===== config.mk =====
export PLATFORM = sky130hd
export DESIGN_NAME = frontend_top
export DESIGN_NICKNAME = d
export VERILOG_FILES = /design/src/common/recover_pkg.sv /design/src/hw/fetch_pc.sv /design/src/hw/frontend_top.sv /design/src/hw/recover.sv /design/src/predictor/bht.sv /design/src/predictor/btb.sv
export SDC_FILE = /design/constraint.sdc
export NUM_CORES = 2
export LEC_CHECK = 0
export ABC_AREA = 1
export ABC_CLOCK_PERIOD_IN_PS = 22500
export BUFFER_PORTS_ARGS = -buffer_cell sky130_fd_sc_hd__buf_4
export CORE_ASPECT_RATIO = 0.7
export CORE_MARGIN = 3
export CORE_UTILIZATION = 65
export DETAILED_ROUTE_END_ITERATION = 10
export PLACE_DENSITY_LB_ADDON = 0.05
export SYNTH_ARGS = -nofsm -noshare
export SYNTH_HDL_FRONTEND = slang
export SYNTH_SLANG_ARGS = --single-unit

===== constraint.sdc =====
create_clock -name clock -period 22.5 [get_ports clock]
set_input_delay 2.25 -clock clock [delete_from_list [all_inputs] [get_ports clock]]
set_output_delay 2.25 -clock clock [all_outputs]
set_load 0.05 [all_outputs]

===== src/common/recover_pkg.sv =====
`default_nettype none

package recover_pkg;

	localparam int addr_width = 64;
	localparam int bhr_width = 6;
	localparam int pht_entries = 1 << bhr_width;
	localparam int btb_entries = 16;
	localparam int btb_index_width = $clog2(btb_entries);

	typedef logic [addr_width-1:0] addr_t;
	typedef logic [bhr_width-1:0] bhr_t;
	typedef logic [1:0] retire_num_t; // 0, 1 or 2 per cycle
	typedef logic [1:0] counter_t; // msb set predicts taken
	typedef logic [btb_index_width-1:0] btb_index_t;

	localparam addr_t reset_vector = 64'h1000;
	localparam addr_t inst_bytes = 64'd4;

	localparam counter_t counter_init = 2'd1; // weakly not taken

	// one retirement slot as the ROB presents it
	typedef struct packed {
		logic cond_branch;
		logic uncond_branch;
		bhr_t bhr; // history seen when the branch was predicted
		addr_t npc; // address after the branch
		addr_t actual_addr; // resolved next address
	} rob_slot_t;

endpackage

`default_nettype wire


===== src/hw/fetch_pc.sv =====
`timescale 1ns/1ps
`default_nettype none

module fetch_pc import recover_pkg::*; (
	input logic clock,
	input logic reset,

	input logic if_recover,
	input addr_t if_recover_addr,
	input logic btb_hit,
	input addr_t btb_target,

	output addr_t fetch_addr
);

	addr_t seq_addr;
	addr_t next_addr;

	assign seq_addr = fetch_addr + inst_bytes;

	// redirect beats predicted target beats fall-through
	always_comb begin
		if (if_recover)
			next_addr = if_recover_addr;
		else if (btb_hit)
			next_addr = btb_target;
		else
			next_addr = seq_addr;
	end

	always_ff @(posedge clock) begin
		if (reset)
			fetch_addr <= reset_vector;
		else
			fetch_addr <= next_addr; // no stalls in this front end
	end

endmodule

`default_nettype wire


===== src/hw/frontend_top.sv =====
`timescale 1ns/1ps
`default_nettype none

module frontend_top import recover_pkg::*; (
	input logic clock,
	input logic reset,

	input retire_num_t rob_retire_num,
	input logic rob_exception,
	input rob_slot_t rob_slot0,
	input rob_slot_t rob_slot1,

	output addr_t fetch_addr,
	output logic pred_taken,
	output logic fl_recover,
	output logic mt_recover,
	output logic other_flush
);

	logic if_recover;
	addr_t if_recover_addr;
	logic bht_recover;
	bhr_t bht_bhr;
	logic btb_recover;
	addr_t btb_npc;
	addr_t btb_actual_addr;
	logic btb_hit;
	addr_t btb_target;

	recover u_recover (
		.clock(clock),
		.reset(reset),
		.rob_retire_num(rob_retire_num),
		.rob_exception(rob_exception),
		.rob_slot0(rob_slot0),
		.rob_slot1(rob_slot1),
		.if_recover(if_recover),
		.if_recover_addr(if_recover_addr),
		.bht_recover(bht_recover),
		.bht_bhr(bht_bhr),
		.btb_recover(btb_recover),
		.btb_npc(btb_npc),
		.btb_actual_addr(btb_actual_addr),
		.fl_recover(fl_recover),
		.mt_recover(mt_recover),
		.other_flush(other_flush)
	);

	bht u_bht (
		.clock(clock),
		.reset(reset),
		.bht_recover(bht_recover),
		.bht_bhr(bht_bhr),
		.btb_hit(btb_hit),
		.pred_taken(pred_taken)
	);

	btb u_btb (
		.clock(clock),
		.reset(reset),
		.btb_recover(btb_recover),
		.btb_npc(btb_npc),
		.btb_actual_addr(btb_actual_addr),
		.fetch_addr(fetch_addr),
		.btb_hit(btb_hit),
		.btb_target(btb_target)
	);

	// fetch address loops back into both predictors
	fetch_pc u_fetch_pc (
		.clock(clock),
		.reset(reset),
		.if_recover(if_recover),
		.if_recover_addr(if_recover_addr),
		.btb_hit(btb_hit),
		.btb_target(btb_target),
		.fetch_addr(fetch_addr)
	);

endmodule

`default_nettype wire


===== src/hw/recover.sv =====
`timescale 1ns/1ps
`default_nettype none

module recover import recover_pkg::*; (
	input logic clock,
	input logic reset,

	input retire_num_t rob_retire_num,
	input logic rob_exception,
	input rob_slot_t rob_slot0,
	input rob_slot_t rob_slot1,

	output logic if_recover,
	output addr_t if_recover_addr,
	output logic bht_recover,
	output bhr_t bht_bhr,
	output logic btb_recover,
	output addr_t btb_npc,
	output addr_t btb_actual_addr,
	output logic fl_recover,
	output logic mt_recover,
	output logic other_flush
);

	logic lockout; // a recovery went out last cycle
	logic accept;
	rob_slot_t slot;

	logic next_if_recover;
	logic next_bht_recover;
	logic next_btb_recover;
	logic next_flush;

	// excepting instruction is the last one retired
	always_comb begin
		slot = (rob_retire_num == 2'd2) ? rob_slot1 : rob_slot0;
		accept = rob_exception && (rob_retire_num != 2'd0) && !lockout;

		next_if_recover = 1'b0;
		next_bht_recover = 1'b0;
		next_btb_recover = 1'b0;
		next_flush = 1'b0;

		if (accept) begin
			next_if_recover = 1'b1;
			next_flush = 1'b1; // free list, map table and the rest
			if (slot.cond_branch)
				next_bht_recover = 1'b1;
			else if (slot.uncond_branch)
				next_btb_recover = 1'b1;
		end
	end

	always_ff @(posedge clock) begin
		if (reset) begin
			lockout <= 1'b0;
			if_recover <= 1'b0;
			bht_recover <= 1'b0;
			btb_recover <= 1'b0;
			fl_recover <= 1'b0;
			mt_recover <= 1'b0;
			other_flush <= 1'b0;
		end else begin
			lockout <= accept; // one cycle only
			if_recover <= next_if_recover;
			bht_recover <= next_bht_recover;
			btb_recover <= next_btb_recover;
			fl_recover <= next_flush;
			mt_recover <= next_flush;
			other_flush <= next_flush;
		end
	end

	// payload only looked at while a pulse is high
	always_ff @(posedge clock) begin
		if_recover_addr <= slot.actual_addr;
		bht_bhr <= slot.bhr;
		btb_npc <= slot.npc;
		btb_actual_addr <= slot.actual_addr;
	end

endmodule

`default_nettype wire


===== src/predictor/bht.sv =====
`timescale 1ns/1ps
`default_nettype none

module bht import recover_pkg::*; (
	input logic clock,
	input logic reset,

	input logic bht_recover,
	input bhr_t bht_bhr,
	input logic btb_hit,

	output logic pred_taken
);

	bhr_t history;
	counter_t pht [pht_entries];
	counter_t old_counter;
	counter_t fixed_counter;

	// pattern table indexed by global history alone
	assign pred_taken = pht[history][1];

	// retrain the counter that made the wrong call
	always_comb begin
		old_counter = pht[bht_bhr];
		if (old_counter[1]) begin
			fixed_counter = old_counter - 2'd1;
		end else begin
			fixed_counter = old_counter + 2'd1;
		end
	end

	always_ff @(posedge clock) begin
		if (reset) begin
			history <= '0;
		end else if (bht_recover) begin
			history <= bht_bhr; // repair to the branch's view
		end else if (btb_hit) begin
			history <= {history[bhr_width-2:0], pred_taken}; // speculative shift
		end
	end

	always_ff @(posedge clock) begin
		if (reset) begin
			for (int i = 0; i < pht_entries; i++)
				pht[i] <= counter_init;
		end else if (bht_recover) begin
			pht[bht_bhr] <= fixed_counter;
		end
	end

endmodule

`default_nettype wire


===== src/predictor/btb.sv =====
`timescale 1ns/1ps
`default_nettype none

module btb import recover_pkg::*; (
	input logic clock,
	input logic reset,

	input logic btb_recover,
	input addr_t btb_npc,
	input addr_t btb_actual_addr,
	input addr_t fetch_addr,

	output logic btb_hit,
	output addr_t btb_target
);

	logic [btb_entries-1:0] valid;
	addr_t tag_mem [btb_entries];
	addr_t target_mem [btb_entries];

	addr_t branch_addr;
	btb_index_t wr_index;
	btb_index_t rd_index;

	// npc is one instruction past the branch itself
	assign branch_addr = btb_npc - inst_bytes;
	assign wr_index = branch_addr[btb_index_width+1:2];

	// lookup in the same cycle as the fetch address
	assign rd_index = fetch_addr[btb_index_width+1:2];
	assign btb_hit = valid[rd_index] && (tag_mem[rd_index] == fetch_addr);
	assign btb_target = target_mem[rd_index];

	always_ff @(posedge clock) begin
		if (reset)
			valid <= '0;
		else if (btb_recover)
			valid[wr_index] <= 1'b1;
	end

	// full address tag with no partial compare
	always_ff @(posedge clock) begin
		if (btb_recover) begin
			tag_mem[wr_index] <= branch_addr;
			target_mem[wr_index] <= btb_actual_addr;
		end
	end

endmodule

`default_nettype wire


==> results.cfg <==
[run_status]
status = complete, no violations

[place]
port_buffers = 344
routabilityCongestion = 0.992
dp_hpwl_mm = 184
placed_area_sq_mm = 0.106

[global_routing]
grt_pass1_vias = 67700
track_usage_pct = 38.1
grt_max_degree = 249
antenna_found_initial = 7
grt_overflow = 0
grt_pass1_wl_mm = 450

[route]
drtPass1Iterations = 6
drt-total-wl_mm = 312
wire_per_inst_microns = 26.7
drt.antenna.violating_nets = 0
vias = 73100
drcViolationCount = 0
drt_iter0_drc = 12200
post_drt_via_cell_ratio = 6.24

[worst_hold_path]
hp-class = flop to flop
holdPathStages = 1

[timing]
fmax_mhz = 148
post-route-period-util_pct = 30.1
relSlewSlack_pct = 4.95
setup_viol = 0
rsz0062_at_grt = no
min_period_ps = 6780
fin_skew_ps = 58.3
worstMarginPinSlew_ps = 1410
setup_tns_ps = 0
slew_violations = 0
hold_viol = 0

[worst_setup_path]
crit_type = flop to output pin
worstPathRequired_ps = 20250
arrival_ps = 4530
critPathSlowestCell = buf_4
startpoint_type = flop
cp_num_cells = 4
cp_slowest_stage_delay_ps = 920
cp_common_cell = buf_4
r2r_cells = 21
critPathTopFamily = buffers and inverters
crit_buf_inv = 4
worstPathMaxFanout = 100
cp-end-kind = output pin
path_cells = buf_4 > buf_4 > buf_4 > buf_4

[cells_and_area]
area_delta_synth_final_pct = 11.0
final_area_sq_mm = 0.112
drive_gt1_share_pct = 10.4
nNetsFinal = 9717

[die]
std_cell_rows = 120
die_x_microns = 478
io_pins = 345
core_sq_mm = 0.154
die_h_microns = 336
dieArea_sq_mm = 0.161
initial_core_util_pct = 65.8

[clock_tree]
insertion_delay_ps = 880
cts_tree = yes
htree_levels = 4
clkTransAtPathRegs_ps = 60
cts_resized = 0
clockBufferDepth = 3
root_buffer = clkbuf_16
cts_buffers = 214
post_cts_buffers = 0
clock_sinks = 2405
ctsHoldBuffers = 0

[synth]
synthArstFlopShare_pct = 0
ys_warn_count = 0
synth-edff-count = 2176
synth_cell_types = 49
syn_inst = 9242
yosysSeqAreaShare_pct = 69.0
synth_fp_nets = 9525
synthesis.area_sq_mm = 0.101
syn_area_per_cell_sq_um = 11.0
synth_seq_cells = 2405
ys.flop_type = edfxtp_1

[pwr]
power.density_mw_per_mm2 = 86.7
p_leak_uw = 0.0431
internal-power_uw = 7170
switchingPower_uw = 2570
seq_power_share_pct = 51.8
ir_drop_mv = 0.0847
power.share.clock_pct = 36.8
p_comb_share_pct = 11.4
swShare_pct = 26.4

[job]
maxCapViolations = 0
-- per-layer routing --
metal,wire length (microns),GRT usage [%]
met1,123000,57.5
met2,136000,55.7
met3,41200,7.71
met4,11900,13.8
met5,13,0
-- power by group through the flow --
| stage | clock, uW | combinational, uW | sequential [uW] |
|---|---|---|---|
| 2_1_floorplan | 0 | 651 | 5110 |
| 3_3_place_gp | 0 | 1060 | 5140 |
| 3_5_place_dp | 0 | 1070 | 5140 |
| 4_1_cts | 3590 | 1080 | 5040 |
| 5_1_grt | 3780 | 1180 | 5050 |
| 6_report | 3590 | 1110 | 5050 |
-- worst paths after layout --
path,from,to,slack (ps)
worst min-delay path,u_btb.valid[7],u_btb.valid[7],470
worst max register to register,u_fetch_pc.fetch_addr[2],flop,15810
worst min register to register,u_btb.valid[7],u_btb.valid[7],470
worst max-delay path,u_fetch_pc.fetch_addr[2],fetch_addr[2],15720
-- area by class of cell --
| class | instances | area (sq um) |
|---|---|---|
| well taps | 2074 | 2590 |
| multi-input cells | 5547 | 26400 |
| repair buffers | 479 | 3710 |
| fillers | 10500 | 41500 |
| flip-flops and latches | 2405 | 69900 |
| clock inverters | 108 | 972 |
| inverters | 787 | 3000 |
| clock buffers | 299 | 5830 |
| diodes | 5 | 12.5 |
-- cells by family after synthesis --
| group | share of synthesized area (%) |
|---|---|
| fa+ha+maj | 0.0741 |
| mux | 1.50 |
| compound gates | 7.11 |
| flops | 69.0 |
| buf+inv | 5.22 |
| xor+xnor | 1.01 |
| simple gates | 16.0 |
-- flip-flops by register name (all words and copies together) (netlist names), 6 cells and up, named ones only --
| name | cells |
|---|---|
| u_recover.bht_bhr | 6 |
| u_btb.target_mem | 1024 |
| u_fetch_pc.fetch_addr | 64 |
| u_recover.if_recover_addr | 64 |
| u_btb.valid | 16 |
| u_btb.tag_mem | 1024 |
| u_recover.btb_npc | 64 |
| u_bht.pht | 128 |
| u_bht.history | 6 |
-- metrics by stage --
stage / total power [uW] / setup slack (ps) / hold slack (ps) / instances / utilization (%)
floorplan: 5760 / 15130 / 441 / 9242 / -
global placement: 6190 / 16200 / 447 / 11300 / 68.6
detailed placement: 6210 / 16080 / 453 / 11300 / 68.6
CTS: 9710 / 15760 / 468 / 11700 / 73.0
global route: 10000 / 15620 / 484 / 11700 / 73.1
finish: 9740 / 15720 / 468 / 11700 / 73.1
-- worst reg2reg max path: cells and delay by family (launching register included) --
| kind | cells | cell delay, ps |
|---|---|---|
| DFF | 1 | 830 |
| buffers and inverters | 5 | 2640 |
| and+or+nand+nor | 16 | 3090 |
-- synthesized netlist by cell type, types with 18 or more instances --
master	count	area, sq um
nor2_1	1234	4630
a32o_1	30	300
buf_4	36	270
nand4_1	24	150
o21ai_1	57	285
dfxtp_1	229	4580
o221ai_1	93	815
buf_2	153	766
xor2_1	85	744
nor3_1	56	280
o211a_1	18	180
o21ai_0	742	3710
o22ai_1	169	1060
a21oi_1	63	315
buf_1	36	135
xnor2_1	32	280
nand3_1	605	3030
mux2_2	134	1510
edfxtp_1	2176	65300
nand2_1	2085	7830
clkbuf_1	263	987
a221oi_1	25	219
inv_1	764	2870
-- placed cells by master, fill, tap and decap left out, types with 8 or more instances in the layout --
master	synthesis	routed
xnor2_1	32	20
bufinv_16	0	9
edfxtp_1	2176	2176
xnor2_2	0	12
nand3_1	605	605
dfxtp_1	229	225
xor2_2	0	11
clkbuf_8	0	16
buf_4	36	470
nor2_1	1234	1218
xor2_1	85	74
buf_12	0	9
nor2_2	10	9
o21ai_1	57	57
inv_2	16	13
clkinv_2	0	45
clkbuf_16	0	214
o22ai_1	169	169
a21oi_1	63	63
nor3_1	56	56
nor4_1	14	14
a221oi_1	25	25
nand4_1	24	24
nor2_4	3	20
o21a_1	16	16
o21ai_0	742	742
o211a_1	18	18
a32o_1	30	30
clkinv_1	6	37
inv_1	764	762
clkbuf_1	263	69
o211ai_1	8	8
mux2_2	134	134
nand2_1	2085	2083
o221ai_1	93	93
No activity file was read; power rests on OpenSTA's default activity.
